<file path="config.mk">
export PLATFORM = sky130hd
export DESIGN_NAME = mips_ctrl_top
export DESIGN_NICKNAME = d
export VERILOG_FILES = /design/src/mips_ctrl_pkg.sv /design/src/decode_if.sv /design/src/step_if.sv /design/src/ctrl_sequencer.sv /design/src/ctrl_word_gen.sv /design/src/instr_decoder.sv /design/src/mips_ctrl_top.sv
export SDC_FILE = /design/constraint.sdc
export NUM_CORES = 1
export LEC_CHECK = 0
export BUFFER_PORTS_ARGS = -buffer_cell sky130_fd_sc_hd__buf_2
export CAP_MARGIN = 10
export CORE_AREA = 3 3 44 75
export CTS_BUF_LIST = sky130_fd_sc_hd__clkbuf_8
export DETAILED_ROUTE_END_ITERATION = 7
export DIE_AREA = 0 0 47 78
export GPL_ROUTABILITY_DRIVEN = 0
export PLACE_DENSITY_LB_ADDON = 0.1
export SLEW_MARGIN = 20
export SYNTH_ARGS = -nofsm -noshare
export SYNTH_HDL_FRONTEND = slang
export SYNTH_HIERARCHICAL = 1
export SYNTH_SLANG_ARGS = --single-unit
export TNS_END_PERCENT = 5
</file>
<file path="constraint.sdc">
create_clock -name clk -period 3.8 [get_ports clk]
set_input_delay 0.76 -clock clk [delete_from_list [all_inputs] [get_ports clk]]
set_output_delay 0.76 -clock clk [all_outputs]
set_load 0.005 [all_outputs]
</file>
<file path="src/mips_ctrl_pkg.sv">
package mips_ctrl_pkg;

    localparam int OPCODE_W = 6;
    localparam int FUNCT_W  = 6;

    // primary opcodes
    localparam logic [OPCODE_W-1:0] OP_RTYPE = 6'b000000;
    localparam logic [OPCODE_W-1:0] OP_J     = 6'b000010;
    localparam logic [OPCODE_W-1:0] OP_BEQ   = 6'b000100;
    localparam logic [OPCODE_W-1:0] OP_BNE   = 6'b000101;
    localparam logic [OPCODE_W-1:0] OP_ADDI  = 6'b001000;
    localparam logic [OPCODE_W-1:0] OP_LW    = 6'b100011;
    localparam logic [OPCODE_W-1:0] OP_SW    = 6'b101011;

    // R-type function field
    localparam logic [FUNCT_W-1:0] FN_SLL = 6'b000000;
    localparam logic [FUNCT_W-1:0] FN_SRA = 6'b000011;
    localparam logic [FUNCT_W-1:0] FN_JR  = 6'b001000;
    localparam logic [FUNCT_W-1:0] FN_ADD = 6'b100000;
    localparam logic [FUNCT_W-1:0] FN_SUB = 6'b100010;
    localparam logic [FUNCT_W-1:0] FN_AND = 6'b100100;
    localparam logic [FUNCT_W-1:0] FN_SLT = 6'b101010;

    typedef enum logic [3:0] {
        CLS_ILLEGAL,
        CLS_ALU_RR,
        CLS_SLT,
        CLS_SHIFT,
        CLS_JR,
        CLS_J,
        CLS_ADDI,
        CLS_BRANCH,
        CLS_LW,
        CLS_SW
    } instr_class_e;

    typedef enum logic [4:0] {
        IDLE,
        FETCH,
        BRANCH_CALC,
        DECODE,
        ALU_RR,
        WB_ALU,
        ALU_SLT,
        SHIFT_CALC,
        WB_SHIFT,
        JUMP_REG,
        JUMP,
        ALU_IMM,
        WB_IMM,
        BRANCH,
        ADDR_CALC,
        MEM_READ,
        WB_LOAD,
        MEM_WRITE
    } ctrl_state_e;

    typedef enum logic [2:0] {ALU_PASS, ALU_ADD, ALU_SUB, ALU_AND} alu_op_e;

    typedef enum logic [2:0] {SH_NONE = 3'd0, SH_SLL = 3'd2, SH_SRA = 3'd4} sh_op_e;

    typedef enum logic [1:0] {SRC_A_PC, SRC_A_REG} alu_src_a_e;

    typedef enum logic [1:0] {SRC_B_REG, SRC_B_FOUR, SRC_B_IMM, SRC_B_IMM_SHIFT} alu_src_b_e;

    typedef enum logic [1:0] {PC_ALU_RESULT, PC_ALU_OUT, PC_JUMP_TARGET, PC_REG_A} pc_src_e;

    typedef enum logic [2:0] {WB_ALU_OUT, WB_MEM_DATA, WB_SHIFT_OUT, WB_LT_FLAG} mem_to_reg_e;

    typedef enum logic [1:0] {DST_RT, DST_RD} reg_dst_e;

endpackage

</file>
<file path="src/decode_if.sv">
`timescale 1ns/1ps

interface decode_if;

    mips_ctrl_pkg::instr_class_e instr_class;
    mips_ctrl_pkg::alu_op_e      alu_op;
    mips_ctrl_pkg::sh_op_e       sh_op;
    logic                        branch_ne;   // bne rather than beq

    modport dec (
        output instr_class, alu_op, sh_op, branch_ne
    );

    modport seq (
        input instr_class, alu_op, sh_op, branch_ne
    );

endinterface

</file>
<file path="src/step_if.sv">
`timescale 1ns/1ps

interface step_if;

    mips_ctrl_pkg::ctrl_state_e  state;
    // fields held from decode until the next fetch
    mips_ctrl_pkg::instr_class_e cls;
    mips_ctrl_pkg::alu_op_e      alu_op;
    mips_ctrl_pkg::sh_op_e       sh_op;
    logic                        branch_ne;

    modport seq (
        output state, cls, alu_op, sh_op, branch_ne
    );

    modport gen (
        input state, cls, alu_op, sh_op, branch_ne
    );

endinterface

</file>
<file path="src/ctrl_sequencer.sv">
`timescale 1ns/1ps

module ctrl_sequencer (
    input  logic  clk,
    input  logic  reset,
    decode_if.seq i_dec,
    step_if.seq   o_step
);

    mips_ctrl_pkg::ctrl_state_e  state_q;
    mips_ctrl_pkg::ctrl_state_e  state_d;
    mips_ctrl_pkg::instr_class_e cls_q;
    mips_ctrl_pkg::alu_op_e      alu_op_q;
    mips_ctrl_pkg::sh_op_e       sh_op_q;
    logic                        branch_ne_q;

    always_ff @(posedge clk) begin
        if (reset) begin
            state_q <= mips_ctrl_pkg::IDLE;
        end else begin
            state_q <= state_d;
        end
    end

    // instruction fields captured once per instruction
    always_ff @(posedge clk) begin
        if (state_q == mips_ctrl_pkg::DECODE) begin
            cls_q       <= i_dec.instr_class;
            alu_op_q    <= i_dec.alu_op;
            sh_op_q     <= i_dec.sh_op;
            branch_ne_q <= i_dec.branch_ne;
        end
    end

    always_comb begin
        state_d = mips_ctrl_pkg::FETCH;   // most steps end the instruction
        case (state_q)
            mips_ctrl_pkg::IDLE:        state_d = mips_ctrl_pkg::FETCH;
            mips_ctrl_pkg::FETCH:       state_d = mips_ctrl_pkg::BRANCH_CALC;
            mips_ctrl_pkg::BRANCH_CALC: state_d = mips_ctrl_pkg::DECODE;
            mips_ctrl_pkg::DECODE: begin
                case (i_dec.instr_class)
                    mips_ctrl_pkg::CLS_ALU_RR: state_d = mips_ctrl_pkg::ALU_RR;
                    mips_ctrl_pkg::CLS_SLT:    state_d = mips_ctrl_pkg::ALU_SLT;
                    mips_ctrl_pkg::CLS_SHIFT:  state_d = mips_ctrl_pkg::SHIFT_CALC;
                    mips_ctrl_pkg::CLS_JR:     state_d = mips_ctrl_pkg::JUMP_REG;
                    mips_ctrl_pkg::CLS_J:      state_d = mips_ctrl_pkg::JUMP;
                    mips_ctrl_pkg::CLS_ADDI:   state_d = mips_ctrl_pkg::ALU_IMM;
                    mips_ctrl_pkg::CLS_BRANCH: state_d = mips_ctrl_pkg::BRANCH;
                    mips_ctrl_pkg::CLS_LW,
                    mips_ctrl_pkg::CLS_SW:     state_d = mips_ctrl_pkg::ADDR_CALC;
                    default:                   state_d = mips_ctrl_pkg::FETCH;   // illegal code
                endcase
            end
            mips_ctrl_pkg::ALU_RR:     state_d = mips_ctrl_pkg::WB_ALU;
            mips_ctrl_pkg::SHIFT_CALC: state_d = mips_ctrl_pkg::WB_SHIFT;
            mips_ctrl_pkg::ALU_IMM:    state_d = mips_ctrl_pkg::WB_IMM;
            mips_ctrl_pkg::ADDR_CALC: begin
                if (cls_q == mips_ctrl_pkg::CLS_LW) begin
                    state_d = mips_ctrl_pkg::MEM_READ;
                end else begin
                    state_d = mips_ctrl_pkg::MEM_WRITE;
                end
            end
            mips_ctrl_pkg::MEM_READ:   state_d = mips_ctrl_pkg::WB_LOAD;
            default:                   state_d = mips_ctrl_pkg::FETCH;
        endcase
    end

    assign o_step.state     = state_q;
    assign o_step.cls       = cls_q;
    assign o_step.alu_op    = alu_op_q;
    assign o_step.sh_op     = sh_op_q;
    assign o_step.branch_ne = branch_ne_q;

endmodule

</file>
<file path="src/ctrl_word_gen.sv">
`timescale 1ns/1ps

module ctrl_word_gen (
    step_if.gen                         i_step,
    input  logic                        i_eq,
    output logic                        o_pc_write,
    output logic                        o_mem_read,
    output logic                        o_mem_write,
    output logic                        o_ir_write,
    output logic                        o_reg_write,
    output logic                        o_i_or_d,
    output mips_ctrl_pkg::mem_to_reg_e  o_mem_to_reg,
    output mips_ctrl_pkg::pc_src_e      o_pc_src,
    output mips_ctrl_pkg::alu_op_e      o_alu_op,
    output mips_ctrl_pkg::alu_src_a_e   o_alu_src_a,
    output mips_ctrl_pkg::alu_src_b_e   o_alu_src_b,
    output mips_ctrl_pkg::reg_dst_e     o_reg_dst,
    output mips_ctrl_pkg::sh_op_e       o_sh_op
);

    mips_ctrl_pkg::reg_dst_e wb_dst;

    // R-format results go to rd, immediate and load results to rt
    always_comb begin
        case (i_step.cls)
            mips_ctrl_pkg::CLS_ALU_RR,
            mips_ctrl_pkg::CLS_SLT,
            mips_ctrl_pkg::CLS_SHIFT: wb_dst = mips_ctrl_pkg::DST_RD;
            default:                  wb_dst = mips_ctrl_pkg::DST_RT;
        endcase
    end

    always_comb begin
        o_pc_write   = 1'b0;
        o_mem_read   = 1'b0;
        o_mem_write  = 1'b0;
        o_ir_write   = 1'b0;
        o_reg_write  = 1'b0;
        o_i_or_d     = 1'b0;
        o_mem_to_reg = mips_ctrl_pkg::WB_ALU_OUT;
        o_pc_src     = mips_ctrl_pkg::PC_ALU_RESULT;
        o_alu_op     = mips_ctrl_pkg::ALU_PASS;
        o_alu_src_a  = mips_ctrl_pkg::SRC_A_PC;
        o_alu_src_b  = mips_ctrl_pkg::SRC_B_REG;
        o_reg_dst    = mips_ctrl_pkg::DST_RT;
        o_sh_op      = mips_ctrl_pkg::SH_NONE;

        case (i_step.state)
            mips_ctrl_pkg::FETCH: begin
                o_pc_write  = 1'b1;   // pc <= pc + 4
                o_mem_read  = 1'b1;
                o_ir_write  = 1'b1;
                o_alu_op    = mips_ctrl_pkg::ALU_ADD;
                o_alu_src_b = mips_ctrl_pkg::SRC_B_FOUR;
            end
            mips_ctrl_pkg::BRANCH_CALC: begin
                o_alu_op    = mips_ctrl_pkg::ALU_ADD;   // speculative branch target
                o_alu_src_b = mips_ctrl_pkg::SRC_B_IMM_SHIFT;
            end
            mips_ctrl_pkg::ALU_RR: begin
                o_alu_op    = i_step.alu_op;
                o_alu_src_a = mips_ctrl_pkg::SRC_A_REG;
            end
            mips_ctrl_pkg::ALU_SLT: begin
                o_reg_write  = 1'b1;
                o_alu_op     = mips_ctrl_pkg::ALU_SUB;
                o_alu_src_a  = mips_ctrl_pkg::SRC_A_REG;
                o_mem_to_reg = mips_ctrl_pkg::WB_LT_FLAG;
                o_reg_dst    = wb_dst;
            end
            mips_ctrl_pkg::SHIFT_CALC: o_sh_op = i_step.sh_op;
            mips_ctrl_pkg::WB_ALU, mips_ctrl_pkg::WB_IMM: begin
                o_reg_write = 1'b1;
                o_reg_dst   = wb_dst;
            end
            mips_ctrl_pkg::WB_SHIFT: begin
                o_reg_write  = 1'b1;
                o_mem_to_reg = mips_ctrl_pkg::WB_SHIFT_OUT;
                o_reg_dst    = wb_dst;
            end
            mips_ctrl_pkg::JUMP_REG: begin
                o_pc_write = 1'b1;
                o_pc_src   = mips_ctrl_pkg::PC_REG_A;
            end
            mips_ctrl_pkg::JUMP: begin
                o_pc_write = 1'b1;
                o_pc_src   = mips_ctrl_pkg::PC_JUMP_TARGET;
            end
            mips_ctrl_pkg::ALU_IMM, mips_ctrl_pkg::ADDR_CALC: begin
                o_alu_op    = mips_ctrl_pkg::ALU_ADD;
                o_alu_src_a = mips_ctrl_pkg::SRC_A_REG;
                o_alu_src_b = mips_ctrl_pkg::SRC_B_IMM;
            end
            mips_ctrl_pkg::BRANCH: begin
                o_pc_write  = i_eq ^ i_step.branch_ne;   // taken branch only
                o_alu_op    = mips_ctrl_pkg::ALU_SUB;
                o_alu_src_a = mips_ctrl_pkg::SRC_A_REG;
                o_pc_src    = mips_ctrl_pkg::PC_ALU_OUT;
            end
            mips_ctrl_pkg::MEM_READ: begin
                o_mem_read = 1'b1;
                o_i_or_d   = 1'b1;   // data address
            end
            mips_ctrl_pkg::WB_LOAD: begin
                o_reg_write  = 1'b1;
                o_mem_to_reg = mips_ctrl_pkg::WB_MEM_DATA;
                o_reg_dst    = wb_dst;
            end
            mips_ctrl_pkg::MEM_WRITE: begin
                o_mem_write = 1'b1;
                o_i_or_d    = 1'b1;
            end
            default: ;   // idle and decode drive nothing
        endcase
    end

endmodule

</file>
<file path="src/instr_decoder.sv">
`timescale 1ns/1ps

module instr_decoder (
    input  logic [mips_ctrl_pkg::OPCODE_W-1:0] i_opcode,
    input  logic [mips_ctrl_pkg::FUNCT_W-1:0]  i_funct,
    decode_if.dec                              o_dec
);

    always_comb begin
        o_dec.instr_class = mips_ctrl_pkg::CLS_ILLEGAL;
        o_dec.alu_op      = mips_ctrl_pkg::ALU_PASS;
        o_dec.sh_op       = mips_ctrl_pkg::SH_NONE;
        o_dec.branch_ne   = 1'b0;

        case (i_opcode)
            mips_ctrl_pkg::OP_RTYPE: begin
                case (i_funct)
                    mips_ctrl_pkg::FN_ADD: begin
                        o_dec.instr_class = mips_ctrl_pkg::CLS_ALU_RR;
                        o_dec.alu_op      = mips_ctrl_pkg::ALU_ADD;
                    end
                    mips_ctrl_pkg::FN_SUB: begin
                        o_dec.instr_class = mips_ctrl_pkg::CLS_ALU_RR;
                        o_dec.alu_op      = mips_ctrl_pkg::ALU_SUB;
                    end
                    mips_ctrl_pkg::FN_AND: begin
                        o_dec.instr_class = mips_ctrl_pkg::CLS_ALU_RR;
                        o_dec.alu_op      = mips_ctrl_pkg::ALU_AND;
                    end
                    mips_ctrl_pkg::FN_SLT: begin
                        o_dec.instr_class = mips_ctrl_pkg::CLS_SLT;
                        o_dec.alu_op      = mips_ctrl_pkg::ALU_SUB;   // compare by subtract
                    end
                    mips_ctrl_pkg::FN_SLL: begin
                        o_dec.instr_class = mips_ctrl_pkg::CLS_SHIFT;
                        o_dec.sh_op       = mips_ctrl_pkg::SH_SLL;
                    end
                    mips_ctrl_pkg::FN_SRA: begin
                        o_dec.instr_class = mips_ctrl_pkg::CLS_SHIFT;
                        o_dec.sh_op       = mips_ctrl_pkg::SH_SRA;
                    end
                    mips_ctrl_pkg::FN_JR: o_dec.instr_class = mips_ctrl_pkg::CLS_JR;
                    default: o_dec.instr_class = mips_ctrl_pkg::CLS_ILLEGAL;
                endcase
            end
            mips_ctrl_pkg::OP_J: o_dec.instr_class = mips_ctrl_pkg::CLS_J;
            mips_ctrl_pkg::OP_ADDI: begin
                o_dec.instr_class = mips_ctrl_pkg::CLS_ADDI;
                o_dec.alu_op      = mips_ctrl_pkg::ALU_ADD;
            end
            mips_ctrl_pkg::OP_BEQ, mips_ctrl_pkg::OP_BNE: begin
                o_dec.instr_class = mips_ctrl_pkg::CLS_BRANCH;
                o_dec.alu_op      = mips_ctrl_pkg::ALU_SUB;
                o_dec.branch_ne   = (i_opcode == mips_ctrl_pkg::OP_BNE);
            end
            mips_ctrl_pkg::OP_LW: begin
                o_dec.instr_class = mips_ctrl_pkg::CLS_LW;
                o_dec.alu_op      = mips_ctrl_pkg::ALU_ADD;   // base plus offset
            end
            mips_ctrl_pkg::OP_SW: begin
                o_dec.instr_class = mips_ctrl_pkg::CLS_SW;
                o_dec.alu_op      = mips_ctrl_pkg::ALU_ADD;
            end
            default: o_dec.instr_class = mips_ctrl_pkg::CLS_ILLEGAL;
        endcase
    end

endmodule

</file>
<file path="src/mips_ctrl_top.sv">
`timescale 1ns/1ps

module mips_ctrl_top (
    input  logic                                 clk,
    input  logic                                 reset,
    input  logic [mips_ctrl_pkg::OPCODE_W-1:0]   i_opcode,
    input  logic [mips_ctrl_pkg::FUNCT_W-1:0]    i_funct,
    input  logic                                 i_eq,
    output logic                                 o_pc_write,
    output logic                                 o_mem_read,
    output logic                                 o_mem_write,
    output logic                                 o_ir_write,
    output logic                                 o_reg_write,
    output logic                                 o_i_or_d,
    output mips_ctrl_pkg::mem_to_reg_e           o_mem_to_reg,
    output mips_ctrl_pkg::pc_src_e               o_pc_src,
    output mips_ctrl_pkg::alu_op_e               o_alu_op,
    output mips_ctrl_pkg::alu_src_a_e            o_alu_src_a,
    output mips_ctrl_pkg::alu_src_b_e            o_alu_src_b,
    output mips_ctrl_pkg::reg_dst_e              o_reg_dst,
    output mips_ctrl_pkg::sh_op_e                o_sh_op
);

    decode_if u_dec_if ();
    step_if   u_step_if ();

    instr_decoder u_instr_decoder (
        .i_opcode (i_opcode),
        .i_funct  (i_funct),
        .o_dec    (u_dec_if.dec)
    );

    ctrl_sequencer u_ctrl_sequencer (
        .clk    (clk),
        .reset  (reset),
        .i_dec  (u_dec_if.seq),
        .o_step (u_step_if.seq)
    );

    ctrl_word_gen u_ctrl_word_gen (
        .i_step       (u_step_if.gen),
        .i_eq         (i_eq),
        .o_pc_write   (o_pc_write),
        .o_mem_read   (o_mem_read),
        .o_mem_write  (o_mem_write),
        .o_ir_write   (o_ir_write),
        .o_reg_write  (o_reg_write),
        .o_i_or_d     (o_i_or_d),
        .o_mem_to_reg (o_mem_to_reg),
        .o_pc_src     (o_pc_src),
        .o_alu_op     (o_alu_op),
        .o_alu_src_a  (o_alu_src_a),
        .o_alu_src_b  (o_alu_src_b),
        .o_reg_dst    (o_reg_dst),
        .o_sh_op      (o_sh_op)
    );

endmodule

</file>
==> flow_metrics.py <==
metrics = {
    "status": {
        "status": "completed",
    },
    "synth": {
        "post_synth_xor_area_fraction_pct": 4.34,
        "distinct_cell_type_count_after_synthesis": 61,
        "synth_sequential_area_ratio_pct": 26.7,
        "synth_edf_count": 11,
        "synth_top_family_by_area": "simple AND/OR/NAND/NOR gates",
        "synth-adder-area-share_pct": 2.95,
        "post_synthesis_mean_instance_area_um2": 8.36,
        "yosys.area_share.simple_pct": 32.6,
        "yosys_warnings": 6,
        "synth-async-reset-ratio_pct": 0,
        "dominantRegCellSynth": "sky130_fd_sc_hd__edfxtp_1",
        "yosys_register_bits": 16,
        "netlist_instances": 193,
        "complex_gate_fraction_of_the_synthesized_area_pct": 21.1,
        "syn_area_um2": 1610,
        "post_synth_mux_area_share_pct": 1.94,
    },
    "clock_tree": {
        "cts_resized": 0,
        "cts_num_sinks": 16,
        "cts_tree": "done",
        "cts_inserted_buffers": 3,
        "cts.root.buffer_cell": "sky130_fd_sc_hd__clkbuf_8",
        "cts_post_setup_buffers_inserted": 0,
        "clock_tree.htree_level_count": 1,
        "worst_skew_pair.late_latency_ps": 240,
        "hold_fix_buffers_cts": 0,
        "clk_transition_reported_paths_ps": 60,
        "cts_buffer_depth": 2,
    },
    "grt": {
        "globalRouteMet1Util_pct": 21.3,
        "global_route.overflow_total": 0,
        "grt_use_met2_pct": 35.3,
        "grtUsageTotal_pct": 19.5,
        "grt_pass1_vias": 1324,
        "grt_busiest_layer": "met2",
        "grt_max_degree": 31,
        "antenna_found_initial": 0,
        "grt_first_pass_wirelength_um": 5510,
        "gr-usage-met3_pct": 2.32,
    },
    "timing": {
        "worst_slew_pin_tran_ps": 986,
        "maxClockFrequency_mhz": 349,
        "worst_clock_skew_ps": 1.63,
        "timing.final.crit_share_pct": 75.3,
        "final_tns_setup_ps": 0,
        "worst_hold_slack_ps": 694,
        "final-max-slew-violation-count": 0,
        "final.min_clock_period_ps": 2860,
        "finalSetupViolCount": 0,
        "setup_repair_after_global_routing_missed_its_margin": "no",
        "timing.final.hold_violations": 0,
        "timing.max_slew.rel_slack_pct": 34.2,
    },
    "place": {
        "placed_cell_count": 239,
        "io_buffer_count": 34,
        "place_hpwl_um": 2590,
    },
    "critical_path": {
        "cpPeakStageDelay_ps": 600,
        "sort_of_element_at_the_start_of_the_critical_path": "register",
        "worstPathMaxFanout": 30,
        "worst-r2r-setup-slack_ps": 1620,
        "endpoint": "o_reg_dst[0]",
        "timing.rr.start": "u_ctrl_sequencer/o_step.state[0]",
        "cp_cell_sequence": "nand2b_1 > or4_4 > a2111oi_2 > buf_2",
        "worst-setup-path-type": "register to output pin",
        "worstSetupStartpoint": "u_ctrl_sequencer/o_step.state[3]",
        "timing.reg2reg.worst_path_depth": 4,
        "critical_path_arrival_ps": 2100,
        "end_kind": "output pin",
        "crit-reg2reg-capture": "u_ctrl_sequencer/o_step.state[4]",
        "cp_data_required_time_ps": 3040,
        "slowest_cp_cell": "sky130_fd_sc_hd__dfxtp_1",
    },
    "final_layout": {
        "final_common_cell": "sky130_fd_sc_hd__buf_2",
        "multi_input_comb_area_um2": 1030,
        "area_growth_syn_to_layout_pct": 9.15,
        "stdcell_count": 243,
        "fin_nets": 235,
        "mostFrequentLayoutCells": "sky130_fd_sc_hd__buf_2, sky130_fd_sc_hd__nor2_1, sky130_fd_sc_hd__a21oi_1, sky130_fd_sc_hd__edfxtp_1, sky130_fd_sc_hd__nand2_1",
        "insertedDiodeCount": 0,
        "final-seq-area_um2": 430,
        "drive_gt1_share_pct": 23.6,
        "layout.filler_cells": 255,
    },
    "worst_hold_path": {
        "worst_hold_path.num_cells": 2,
        "hold_class": "input pin to register",
    },
    "power_and_ir_drop": {
        "pwr_density_cell_nw_per_um2": 263,
        "leakage_nw": 0.695,
        "irDropWorstVdd_v": 0.000173,
    },
    "detailed_routing": {
        "drtAntennaViolNets": 0,
        "wire_per_inst_um": 13.5,
        "vias_per_cell": 5.90,
        "drt_first_iter_violations": 29,
        "drc": 0,
        "drt_first_pass_iters": 4,
        "totalWireLength_um": 3290,
        "route.vias.total": 1434,
    },
    "floorplan": {
        "floorplan.die_area_um2": 3670,
        "fp.coreArea_um2": 2750,
        "initial_utilization_pct": 58.6,
        "row_count": 25,
        "die_height_um": 78,
        "design.portCount": 38,
        "die_x_um": 47,
    },
    "job": {
        "max_cap_violations": 0,
    },
}
-- flip-flops by register name, indices dropped and copies added, names as in the netlist --
register and count:
u_ctrl_sequencer/o_step.cls 4, u_ctrl_sequencer/o_step.alu_op 3, u_ctrl_sequencer/o_step.branch_ne 1, u_ctrl_sequencer/o_step.sh_op 3, u_ctrl_sequencer/o_step.state 5
-- through the flow --
step / total power (W) / setup slack [ps] / instance area, µm² / utilization [%]
2_1_floorplan: 0.000313 / 1160 / 1630 / -
3_3_place_gp: 0.000339 / 968 / 1720 / 62.4
3_5_place_dp: 0.000344 / 866 / 1720 / 62.4
4_1_cts: 0.000468 / 931 / 1760 / 64.0
5_1_grt: 0.000492 / 789 / 1760 / 64.0
6_report: 0.000463 / 938 / 1760 / 64.0
-- layer usage --
layer  wire length [µm]  vias to the layer above
met1               1300                      655
met4                 18                        0
li1                   -                      747
met5                  0                        -
met2               1850                       30
met3                122                        2
-- cell families after synthesis --
logic type,count (synthesis)
AO/OA/AOI/OAI,45
flip-flops,16
AND/OR/NAND/NOR,87
adder cells (fa/ha/maj),4
XOR/XNOR,8
multiplexers,3
other,2
buffers and inverters,28
-- how the worst min path moves through the flow --
| stage | from | slack, ps | end |
|---|---|---|---|
| floorplan | u_ctrl_sequencer/o_step.state[3] | 620 | u_ctrl_sequencer/o_step.state[4] |
| global placement | u_ctrl_sequencer/o_step.state[4] | 750 | u_ctrl_sequencer/o_step.state[1] |
| detailed placement | u_ctrl_sequencer/o_step.cls[0] | 780 | u_ctrl_sequencer/o_step.state[1] |
| CTS | reset | 690 | u_ctrl_sequencer/o_step.state[0] |
| global route | reset | 700 | u_ctrl_sequencer/o_step.state[0] |
| finish | reset | 690 | u_ctrl_sequencer/o_step.state[0] |
-- worst max-delay path, delay by kind of cell (launching register included) --
family                 cells  cell delay [ps]
AO/OA/AOI/OAI              1              360
flip-flops                 1              600
AND/OR/NAND/NOR            2              740
buffers and inverters      1              170
-- power breakdown --
part / switching, W / leakage, nW / total (W) / internal [W]
logic: 0.0000639 / 0.520 / 0.000124 / 0.0000598
clock network: 0.0000504 / 0.0269 / 0.000122 / 0.0000713
registers: 0.0000258 / 0.148 / 0.000218 / 0.000192
-- cell type report --
type | instances | area share [%]
multi-input combinational | 152 | 58.7
sequential | 16 | 24.4
timing repair buffer | 37 | 10.9
clock buffer | 3 | 2.34
tap | 27 | 1.92
inverter | 7 | 1.49
clock inverter | 1 | 0.213
-- cells in the mapped netlist, drive strengths merged (2+ instances only) --
cell | number | area [µm²]
a2111oi | 2 | 42.5
a21boi | 2 | 15.0
a21o | 2 | 15.0
a21oi | 13 | 65.1
a311o | 2 | 20.0
a31oi | 2 | 12.5
and2 | 3 | 18.8
and3b | 2 | 17.5
and4 | 3 | 26.3
buf | 19 | 128
clkbuf | 2 | 7.51
conb | 2 | 7.51
dfxtp | 5 | 100
edfxtp | 11 | 330
ha | 3 | 37.5
inv | 7 | 26.3
mux2i | 2 | 20.0
nand2 | 10 | 37.5
nand2b | 8 | 50.1
nand3 | 9 | 45.0
nand3b | 6 | 45.0
nor2 | 16 | 65.1
nor2b | 4 | 25.0
nor3 | 5 | 25.0
nor3b | 6 | 45.0
nor4 | 5 | 37.5
nor4b | 2 | 23.8
o211ai | 2 | 15.0
o21a | 2 | 15.0
o21ai | 4 | 20.0
o31a | 2 | 17.5
o32a | 2 | 20.0
o32ai | 2 | 17.5
or3 | 3 | 18.8
xnor2 | 4 | 35.0
xor2 | 4 | 35.0
Note: power is estimated with default switching activity, not from simulation.
